===== src/turbo_dec_pkg.sv =====
`default_nettype none

package turbo_dec_pkg;

  // --------------------------------------------------
  // widths
  // --------------------------------------------------
  localparam int llr_w    = 5;   // channel llr
  localparam int addr_w   = 8;   // bit address inside block
  localparam int lextr_w  = 6;   // extrinsic saturates here
  localparam int metric_w = 8;   // a-priori and a posteriori
  localparam int err_w    = 16;  // per block error counter

  // --------------------------------------------------
  // stage latencies in enabled cycles
  // --------------------------------------------------
  localparam int bmc_delay    = 1;
  localparam int lapo_delay   = 1;
  localparam int lextr_delay  = 1;
  localparam int engine_delay = bmc_delay + lapo_delay + lextr_delay;

  typedef logic signed [llr_w-1:0]    llr_t;
  typedef logic signed [lextr_w-1:0]  lextr_t;
  typedef logic signed [metric_w-1:0] metric_t;
  typedef logic        [addr_w-1:0]   addr_t;
  typedef logic        [err_w-1:0]    err_cnt_t;

endpackage

`default_nettype wire


===== src/path_out_if.sv =====
`default_nettype none

// one path's extrinsic stage results
interface path_out_if;

  logic                  val;    // one beat per bit
  turbo_dec_pkg::lextr_t lextr;  // new extrinsic
  logic                  dat;    // hard decision
  logic                  err;    // decision vs channel hd

  modport src (
    output val, lextr, dat, err
  );

  modport snk (
    input  val, lextr, dat, err
  );

endinterface

`default_nettype wire


===== src/turbo_dec_bmc.sv =====
`default_nettype none

module turbo_dec_bmc (
  input  logic                   iclk,
  input  logic                   ireset,
  input  logic                   iclkena,
  input  logic                   val,
  input  logic                   first,       // first sub-iteration
  input  turbo_dec_pkg::llr_t    s_llr,       // systematic
  input  turbo_dec_pkg::llr_t    parity_llr,
  input  turbo_dec_pkg::lextr_t  lextr_in,    // extrinsic from other decoder
  output turbo_dec_pkg::metric_t lapri,
  output turbo_dec_pkg::metric_t gamma,
  output logic                   hd,
  output logic                   val_out
);

  // strobe pipe
  always_ff @(posedge iclk or posedge ireset) begin
    if (ireset) begin
      val_out <= 1'b0;
    end else if (iclkena) begin
      val_out <= val;
    end
  end

  // payload regs
  always_ff @(posedge iclk) begin
    if (iclkena) begin
      // extrinsic is garbage on the first pass, treat as zero
      lapri <= turbo_dec_pkg::metric_t'(s_llr) +
               (first ? '0 : turbo_dec_pkg::metric_t'(lextr_in));
      gamma <= turbo_dec_pkg::metric_t'(parity_llr);  // sign extended
      hd    <= s_llr[turbo_dec_pkg::llr_w-1];         // negative llr -> 1
    end
  end

endmodule

`default_nettype wire


===== src/turbo_dec_lextr.sv =====
`default_nettype none

module turbo_dec_lextr (
  input  logic                   iclk,
  input  logic                   ireset,
  input  logic                   iclkena,
  input  logic                   val,
  input  turbo_dec_pkg::metric_t lapri,
  input  turbo_dec_pkg::metric_t gamma,
  input  logic                   sc_init,     // first pass, no history yet
  input  logic                   sc_ena,      // odd sub-iteration
  input  turbo_dec_pkg::lextr_t  lextr_prev,
  input  logic                   hd_chan,
  path_out_if.src                pout
);

  logic                   val_r;
  turbo_dec_pkg::metric_t lapo_r;
  turbo_dec_pkg::metric_t lapri_r;
  logic                   hd_r;
  logic                   sc_init_r;
  logic                   sc_ena_r;
  turbo_dec_pkg::lextr_t  lprev_r;

  logic signed [turbo_dec_pkg::metric_w+2:0] diff;    // lapo - lapri, wide
  logic signed [turbo_dec_pkg::metric_w+2:0] scaled;  // 3/4 of diff
  logic        [turbo_dec_pkg::metric_w+3-turbo_dec_pkg::lextr_w:0] upper;
  turbo_dec_pkg::lextr_t                     sat;
  turbo_dec_pkg::lextr_t                     lextr_nxt;

  // --------------------------------------------------
  // stage one, a posteriori sum
  // --------------------------------------------------
  always_ff @(posedge iclk or posedge ireset) begin
    if (ireset) begin
      val_r    <= 1'b0;
      pout.val <= 1'b0;
    end else if (iclkena) begin
      val_r    <= val;
      pout.val <= val_r;
    end
  end

  always_ff @(posedge iclk) begin
    if (iclkena) begin
      lapo_r    <= lapri + gamma;  // no trellis, parity only
      lapri_r   <= lapri;
      hd_r      <= hd_chan;
      sc_init_r <= sc_init;
      sc_ena_r  <= sc_ena;
      lprev_r   <= lextr_prev;
    end
  end

  // --------------------------------------------------
  // stage two, scaled extrinsic
  // --------------------------------------------------
  always_comb begin
    diff   = lapo_r - lapri_r;
    scaled = ((diff <<< 1) + diff) >>> 2;  // floor(3*diff/4)
    upper  = scaled[turbo_dec_pkg::metric_w+2:turbo_dec_pkg::lextr_w-1];
    if ((&upper) || !(|upper)) begin
      sat = scaled[turbo_dec_pkg::lextr_w-1:0];  // fits
    end else begin
      sat = {upper[$high(upper)], {(turbo_dec_pkg::lextr_w-1){~upper[$high(upper)]}}};
    end
    // self-correction, drop values that flipped sign since last pass
    if (sc_ena_r && !sc_init_r && (lprev_r != '0) &&
        (sat[turbo_dec_pkg::lextr_w-1] != lprev_r[turbo_dec_pkg::lextr_w-1])) begin
      lextr_nxt = '0;
    end else begin
      lextr_nxt = sat;
    end
  end

  always_ff @(posedge iclk) begin
    if (iclkena) begin
      pout.lextr <= lextr_nxt;
      pout.dat   <= lapo_r[turbo_dec_pkg::metric_w-1];             // lapo < 0
      pout.err   <= lapo_r[turbo_dec_pkg::metric_w-1] ^ hd_r;      // channel disagrees
    end
  end

endmodule

`default_nettype wire


===== src/turbo_dec_path.sv =====
`default_nettype none

module turbo_dec_path (
  input  logic                  iclk,
  input  logic                  ireset,
  input  logic                  iclkena,
  input  logic                  val,
  input  logic                  first,
  input  logic                  even,        // 1 = no permutation
  input  turbo_dec_pkg::llr_t   s_llr,
  input  turbo_dec_pkg::llr_t   parity_llr,
  input  turbo_dec_pkg::lextr_t lextr_in,
  path_out_if.src               pout
);

  logic                   bmc_val;
  turbo_dec_pkg::metric_t bmc_lapri;
  turbo_dec_pkg::metric_t bmc_gamma;
  logic                   bmc_hd;

  // sc controls, kept in step with bmc output
  logic                  first_d;
  logic                  even_d;
  turbo_dec_pkg::lextr_t lextr_d;

  always_ff @(posedge iclk) begin
    if (iclkena) begin
      first_d <= first;
      even_d  <= even;
      lextr_d <= lextr_in;
    end
  end

  turbo_dec_bmc u_bmc (
    .iclk       (iclk),
    .ireset     (ireset),
    .iclkena    (iclkena),
    .val        (val),
    .first      (first),
    .s_llr      (s_llr),
    .parity_llr (parity_llr),
    .lextr_in   (lextr_in),
    .lapri      (bmc_lapri),
    .gamma      (bmc_gamma),
    .hd         (bmc_hd),
    .val_out    (bmc_val)
  );

  turbo_dec_lextr u_lextr (
    .iclk       (iclk),
    .ireset     (ireset),
    .iclkena    (iclkena),
    .val        (bmc_val),
    .lapri      (bmc_lapri),
    .gamma      (bmc_gamma),
    .sc_init    (first_d),
    .sc_ena     (!even_d),   // self-correction on odd passes only
    .lextr_prev (lextr_d),
    .hd_chan    (bmc_hd),
    .pout       (pout)
  );

endmodule

`default_nettype wire


===== src/turbo_dec_ctrl_line.sv =====
`default_nettype none

module turbo_dec_ctrl_line (
  input  logic                 iclk,
  input  logic                 ireset,
  input  logic                 iclkena,
  input  logic                 sop,
  input  logic                 eop,
  input  logic                 last,     // last sub-iteration
  input  logic                 fterm,    // forward termination bit
  input  logic                 bterm,    // backward termination bit
  input  turbo_dec_pkg::addr_t faddr,
  input  turbo_dec_pkg::addr_t baddr,
  output logic                 sop_d,
  output logic                 eop_d,
  output logic                 last_d,
  output logic                 fterm_d,
  output logic                 bterm_d,
  output turbo_dec_pkg::addr_t faddr_d,
  output turbo_dec_pkg::addr_t baddr_d
);

  // flags packed as {sop, eop, last, fterm, bterm}
  logic [4:0]           flag_sr  [turbo_dec_pkg::engine_delay];
  turbo_dec_pkg::addr_t faddr_sr [turbo_dec_pkg::engine_delay];
  turbo_dec_pkg::addr_t baddr_sr [turbo_dec_pkg::engine_delay];

  // --------------------------------------------------
  // shift line, same depth as the paths
  // --------------------------------------------------
  always_ff @(posedge iclk) begin
    if (iclkena && !ireset) begin  // held while in reset
      for (int i = 0; i < turbo_dec_pkg::engine_delay; i++) begin
        if (i == 0) begin
          flag_sr[i]  <= {sop, eop, last, fterm, bterm};
          faddr_sr[i] <= faddr;
          baddr_sr[i] <= baddr;
        end else begin
          flag_sr[i]  <= flag_sr[i-1];
          faddr_sr[i] <= faddr_sr[i-1];
          baddr_sr[i] <= baddr_sr[i-1];
        end
      end
    end
  end

  assign {sop_d, eop_d, last_d, fterm_d, bterm_d} = flag_sr[turbo_dec_pkg::engine_delay-1];
  assign faddr_d = faddr_sr[turbo_dec_pkg::engine_delay-1];
  assign baddr_d = baddr_sr[turbo_dec_pkg::engine_delay-1];

endmodule

`default_nettype wire


===== src/turbo_dec_out.sv =====
`default_nettype none

module turbo_dec_out (
  input  logic                    iclk,
  input  logic                    ireset,
  input  logic                    iclkena,
  path_out_if.snk                 f,
  path_out_if.snk                 b,
  input  logic                    sop_d,
  input  logic                    eop_d,
  input  logic                    last_d,
  input  logic                    fterm_d,
  input  logic                    bterm_d,
  output logic                    oval,
  output logic                    odone,
  output turbo_dec_pkg::err_cnt_t oerr,
  output turbo_dec_pkg::lextr_t   ofLextr,
  output logic                    ofdat,
  output turbo_dec_pkg::lextr_t   obLextr,
  output logic                    obdat
);

  logic f_add;  // counted forward error
  logic b_add;  // counted backward error

  // --------------------------------------------------
  // result mux
  // --------------------------------------------------
  assign oval    = f.val;  // both paths run in lock step
  assign ofLextr = f.lextr;
  assign ofdat   = f.dat;
  assign obLextr = b.lextr;
  assign obdat   = b.dat;

  // termination bits do not count
  assign f_add = f.val & f.err & ~fterm_d;
  assign b_add = b.val & b.err & ~bterm_d;

  always_ff @(posedge iclk or posedge ireset) begin
    if (ireset) begin
      odone <= 1'b0;
      oerr  <= '0;
    end else if (iclkena) begin
      odone <= oval & eop_d & last_d;  // end of final sub-iteration
      if (oval) begin
        // restart on block start, its own bit included
        oerr <= (sop_d ? '0 : oerr) + turbo_dec_pkg::err_cnt_t'(f_add)
                                    + turbo_dec_pkg::err_cnt_t'(b_add);
      end
    end
  end

endmodule

`default_nettype wire


===== src/turbo_dec_engine.sv =====
`default_nettype none

module turbo_dec_engine (
  input  logic                    iclk,
  input  logic                    ireset,
  input  logic                    iclkena,
  input  logic                    ifirst,   // first sub-iteration
  input  logic                    ilast,    // last sub-iteration
  input  logic                    ieven,    // 1 = no permutation
  input  logic                    isop,
  input  logic                    ival,
  input  logic                    ieop,
  input  logic                    ifterm,
  input  turbo_dec_pkg::addr_t    ifaddr,
  input  turbo_dec_pkg::llr_t     ifsLLR,
  input  turbo_dec_pkg::llr_t     ifa0LLR,
  input  turbo_dec_pkg::lextr_t   ifLextr,
  input  logic                    ibterm,
  input  turbo_dec_pkg::addr_t    ibaddr,
  input  turbo_dec_pkg::llr_t     ibsLLR,
  input  turbo_dec_pkg::llr_t     iba0LLR,
  input  turbo_dec_pkg::lextr_t   ibLextr,
  output logic                    osop,
  output logic                    oeop,
  output logic                    oval,
  output turbo_dec_pkg::addr_t    ofaddr,
  output turbo_dec_pkg::lextr_t   ofLextr,
  output logic                    ofdat,
  output turbo_dec_pkg::addr_t    obaddr,
  output turbo_dec_pkg::lextr_t   obLextr,
  output logic                    obdat,
  output logic                    odone,
  output turbo_dec_pkg::err_cnt_t oerr
);

  logic last_d;
  logic fterm_d;
  logic bterm_d;

  path_out_if f_out ();
  path_out_if b_out ();

  // --------------------------------------------------
  // forward and backward paths
  // --------------------------------------------------
  turbo_dec_path f_path (
    .iclk (iclk), .ireset (ireset), .iclkena (iclkena),
    .val  (ival), .first  (ifirst), .even    (ieven),
    .s_llr      (ifsLLR),
    .parity_llr (ifa0LLR),
    .lextr_in   (ifLextr),
    .pout       (f_out)
  );

  turbo_dec_path b_path (
    .iclk (iclk), .ireset (ireset), .iclkena (iclkena),
    .val  (ival), .first  (ifirst), .even    (ieven),
    .s_llr      (ibsLLR),
    .parity_llr (iba0LLR),
    .lextr_in   (ibLextr),
    .pout       (b_out)
  );

  // control and addresses ride beside the paths
  turbo_dec_ctrl_line u_ctrl (
    .iclk  (iclk), .ireset (ireset), .iclkena (iclkena),
    .sop   (isop),   .eop   (ieop),   .last    (ilast),
    .fterm (ifterm), .bterm (ibterm),
    .faddr (ifaddr), .baddr (ibaddr),
    .sop_d   (osop),    .eop_d   (oeop),    .last_d (last_d),
    .fterm_d (fterm_d), .bterm_d (bterm_d),
    .faddr_d (ofaddr),  .baddr_d (obaddr)
  );

  turbo_dec_out u_out (
    .iclk  (iclk), .ireset (ireset), .iclkena (iclkena),
    .f     (f_out), .b (b_out),
    .sop_d   (osop),    .eop_d   (oeop),    .last_d (last_d),
    .fterm_d (fterm_d), .bterm_d (bterm_d),
    .oval    (oval),    .odone   (odone),   .oerr   (oerr),
    .ofLextr (ofLextr), .ofdat   (ofdat),
    .obLextr (obLextr), .obdat   (obdat)
  );

endmodule

`default_nettype wire


===== config.mk =====
export PLATFORM = sky130hd
export DESIGN_NAME = turbo_dec_engine
export DESIGN_NICKNAME = d
export VERILOG_FILES = /design/src/turbo_dec_pkg.sv /design/src/path_out_if.sv /design/src/turbo_dec_bmc.sv /design/src/turbo_dec_lextr.sv /design/src/turbo_dec_path.sv /design/src/turbo_dec_ctrl_line.sv /design/src/turbo_dec_out.sv /design/src/turbo_dec_engine.sv
export SDC_FILE = /design/constraint.sdc
export NUM_CORES = 1
export LEC_CHECK = 0
export BUFFER_PORTS_ARGS = -buffer_cell sky130_fd_sc_hd__buf_2
export CAP_MARGIN = 5
export CORE_ASPECT_RATIO = 1.25
export CORE_MARGIN = 8
export CORE_UTILIZATION = 58
export CTS_CLUSTER_DIAMETER = 40
export CTS_CLUSTER_SIZE = 16
export DETAILED_ROUTE_END_ITERATION = 8
export PLACE_DENSITY = 0.8
export REMOVE_ABC_BUFFERS = 1
export SLEW_MARGIN = 30
export SYNTH_ARGS = -nofsm -noshare
export SYNTH_HDL_FRONTEND = slang
export SYNTH_SLANG_ARGS = --single-unit

===== constraint.sdc =====
create_clock -name iclk -period 3.6 [get_ports iclk]
set_input_delay 0.72 -clock iclk [delete_from_list [all_inputs] [get_ports iclk]]
set_output_delay 0.72 -clock iclk [all_outputs]
set_load 0.01 [all_outputs]

==> impl_metrics.py <==
metrics = {
    "yosys": {
        "synth-edff-count": 169,
        "ys_ff_latch": 189,
        "synth_area_leaders": "edfxtp_1 (57%), ha_1 (8.0%), dfrtp_1 (5.6%)",
        "synth_top_cell_area_share": 0.570,
        "yosysWarnings": 0,
        "synth_top_cell_by_area": "edfxtp_1",
        "seq_area_frac_synth": 0.626,
        "yosysUniqueCellTypes": 61,
        "syn_area_um2": 8910,
        "synth_ff_type": "edfxtp_1",
        "async_flop_share": 0.106,
        "avgSynthCellArea_um2": 13.5,
        "synthCells": 662,
    },
    "clocking": {
        "clkTransAtPathRegs_ns": 0.07,
        "cts_made_buffers": 17,
        "clk_latency_ns": 0.43,
        "cts-root-buf": "clkbuf_16",
        "postCtsHoldBufs": 0,
        "cts.sinks": 189,
        "htree_levels": 4,
        "cts_tree": "built",
        "cts_buffer_depth": 2,
    },
    "power": {
        "powerDensity_nw_per_um2": 725,
        "leakage_nw": 4.17,
        "ir_drop_mv": 0.417,
    },
    "drt": {
        "first_iter_violations": 399,
        "viasPerCell": 5.50,
        "drc_errors": 0,
        "ant_nets": 0,
        "vias": 5315,
        "wl_um": 15600,
        "wire_per_inst_um": 16.1,
        "dr.pass1.iters": 4,
    },
    "floorplan": {
        "num_rows": 50,
        "die_w_um": 127,
        "ios": 109,
        "initial_core_util": 0.593,
        "dieArea_um2": 19600,
        "fp.dieH_um": 155,
        "core-area_um2": 15000,
    },
    "placement": {
        "pre_cts_slack_ns": 0.0423,
        "dp_hpwl_um": 11400,
        "io_buffers": 108,
        "dpl.cell_count": 934,
        "gp_congestion": 0.799,
    },
    "sta": {
        "finalHoldViolCount": 0,
        "worst_slack_ns": 0.103,
        "fin_crit_ns": 3.50,
        "worst_clock_skew_ns": 0.0104,
        "relSlewSlack": 0.495,
        "drv_slew": 0,
        "fin_crit_sh": 0.971,
        "max_freq_mhz": 286,
        "tightestPinTransition_ns": 0.756,
        "setup_violations": 0,
    },
    "global_routing": {
        "gr-usage-met2": 0.291,
        "global_route.usage.total": 0.162,
        "grt-ovfl-total": 0,
        "grt_max_degree": 107,
        "use_met3": 0.0440,
        "grt_antenna_before_repair": 0,
        "grt_pass1_vias": 5487,
        "use_met1": 0.175,
        "busiest_layer": "met2",
        "grt_pass1_wl_um": 25200,
    },
    "hold_path": {
        "hold-path-endpoint": "b_path.u_lextr.lprev_r[4]$_DFFE_PP_",
        "hold_path_depth": 0,
        "hold_path.class": "reg2reg",
        "worstHoldStart": "b_path.lextr_d[4]$_DFFE_PP_",
    },
    "status": {
        "outcome": "completed",
    },
    "worst_setup_path": {
        "crit_path_end_kind": "flip-flop",
        "r2r_slack_ns": 0.10,
        "slowest_delay_ns": 0.40,
        "ff2ff_path_depth": 15,
        "r2r_end": "f_path.u_lextr.pout.lextr[4]$_SDFFCE_PP0P_",
        "worstReg2RegStart": "f_path.u_lextr.lapo_r[0]$_DFFE_PP_",
        "critPathRequiredTime_ns": 3.78,
        "critPathLaunchType": "flip-flop",
        "slowest_stage": "fa_1",
        "worstSetupPathType": "reg2reg",
        "crit_path_cell_trace": "inv_1 > ha_1 > inv_1 > fa_1 > a21oi_1 > o22ai_1 > nor2_1 > xnor2_1 > ha_1 > and2b_1 > o311a_1 > a311oi_2 > nor4_2 > a21oi_2 > o21ai_1",
        "crit_path_max_fanout": 6,
        "arrival_ns": 3.68,
    },
    "layout": {
        "drive_above_1_share": 0.219,
        "layout.nets": 897,
        "nFillCells": 1037,
        "final_util": 0.680,
        "num_antenna_cells": 0,
        "layout_commonest_cell": "edfxtp_1",
        "area_growth_pct": 14.5,
        "fin_cells": 967,
        "mostFrequentLayoutCells": "edfxtp_1 (169), buf_2 (107), ha_1 (56)",
    },
    "job": {
        "cap_violations": 0,
    },
}
[repair_timing]
| item | 4_1_cts | 5_1_grt |
|---|---|---|
| cloned | 0 | 0 |
| endpoints found under the setup margin | 5 | 10 |
| pin swaps | 0 | 6 |
| gates resized for setup | 2 | 11 |
| buffers inserted | 0 | 1 |
[cells by family after synthesis]
kind of cell    share of synthesized area
compound gates                     0.0840
fa+ha+maj                           0.100
buf+inv                            0.0389
flops                               0.626
xor+xnor                           0.0403
mux                               0.00955
simple gates                        0.101
[metal layers]
metal / vias to the layer above / part of all wire
met4: 0 / 0.021
met5: - / 0
met2: 152 / 0.54
met1: 2517 / 0.39
met3: 35 / 0.050
li1: 2611 / -
[power by group]
part	switching (W)	internal (W)
Combinational	0.00160	0.00117
Sequential	0.000103	0.00273
Clock	0.000860	0.000920
Total	0.00257	0.00483
[synthesized netlist by cell type (2+ instances only)]
cell,instances
nand3b_1,4
nand4_1,3
nand2_1,39
a211o_1,4
or3b_1,2
o21ai_1,5
xnor2_1,24
nor3_1,8
o211ai_1,4
inv_1,52
o21a_1,4
o21ai_0,33
mux2_2,4
ha_1,57
o41ai_1,2
a21boi_0,4
o22ai_1,3
a21o_1,5
or2_2,2
xor2_1,17
clkbuf_1,4
nor3b_1,3
nor4b_1,2
a31oi_1,3
fa_1,9
nand2b_1,16
a21oi_1,34
nor2_1,35
mux2i_1,4
buf_4,16
edfxtp_1,169
a21oi_2,2
nand3_1,12
nor2b_1,28
dfrtp_1,20
a211oi_1,3
nor3_2,2
[cell type report]
cell class              count  area (um2)  share of cell area
clock buffers              17         425              0.0417
clock inverters            15         155              0.0152
inverters                  52         195              0.0191
multi-input cells         399        3030               0.297
flip-flops and latches    189        5580               0.546
well taps                 182         228              0.0223
repair buffers            113         593              0.0581
[stage by stage]
step / area (um2) / hold WS, ns / TNS [ns] / total power (W)
final: 10200 / 0.420 / 0 / 0.00740
after global routing: 10200 / 0.425 / -0.0312 / 0.00780
after CTS: 10200 / 0.421 / 0 / 0.00728
after detailed placement: 9580 / 0.405 / 0 / 0.00548
after global placement: 9580 / 0.401 / 0 / 0.00529
after floorplan: 8760 / 0.400 / -27.12 / 0.00487
[flip-flops by register name, indices dropped and copies added (netlist names), 15 cells and up]
register	flops
u_ctrl.baddr_sr	24
u_ctrl.faddr_sr	24
u_out.oerr	16
u_ctrl.flag_sr	15
[worst max-delay path by stage]
stage                                             startpoint  depth (start not counted)  slack, ns                                         end
after floorplan                                       ireset                          1      -0.43             u_ctrl.baddr_sr[0][0]$_DFFE_PP_
after global placement    b_path.u_lextr.lapo_r[1]$_DFFE_PP_                         14       0.26  b_path.u_lextr.pout.lextr[2]$_SDFFCE_PP0P_
after detailed placement  f_path.u_lextr.lapo_r[0]$_DFFE_PP_                         15       0.04  f_path.u_lextr.pout.lextr[1]$_SDFFCE_PP0P_
after CTS                 f_path.u_lextr.lapo_r[1]$_DFFE_PP_                         14       0.06  f_path.u_lextr.pout.lextr[1]$_SDFFCE_PP0P_
after global routing      f_path.u_lextr.lapo_r[1]$_DFFE_PP_                         14      -0.02  f_path.u_lextr.pout.lextr[4]$_SDFFCE_PP0P_
final                     f_path.u_lextr.lapo_r[0]$_DFFE_PP_                         15       0.10  f_path.u_lextr.pout.lextr[4]$_SDFFCE_PP0P_
[critical path: cells and delay by family (launching register included)]
kind | cells | cell delay (ns)
adder cells (fa/ha/maj) | 3 | 0.94
XOR/XNOR | 1 | 0.22
AO/OA/AOI/OAI | 6 | 1.18
buffers and inverters | 2 | 0.13
AND/OR/NAND/NOR | 3 | 0.42
flip-flops | 1 | 0.37
(Power assumes the default switching activity.)
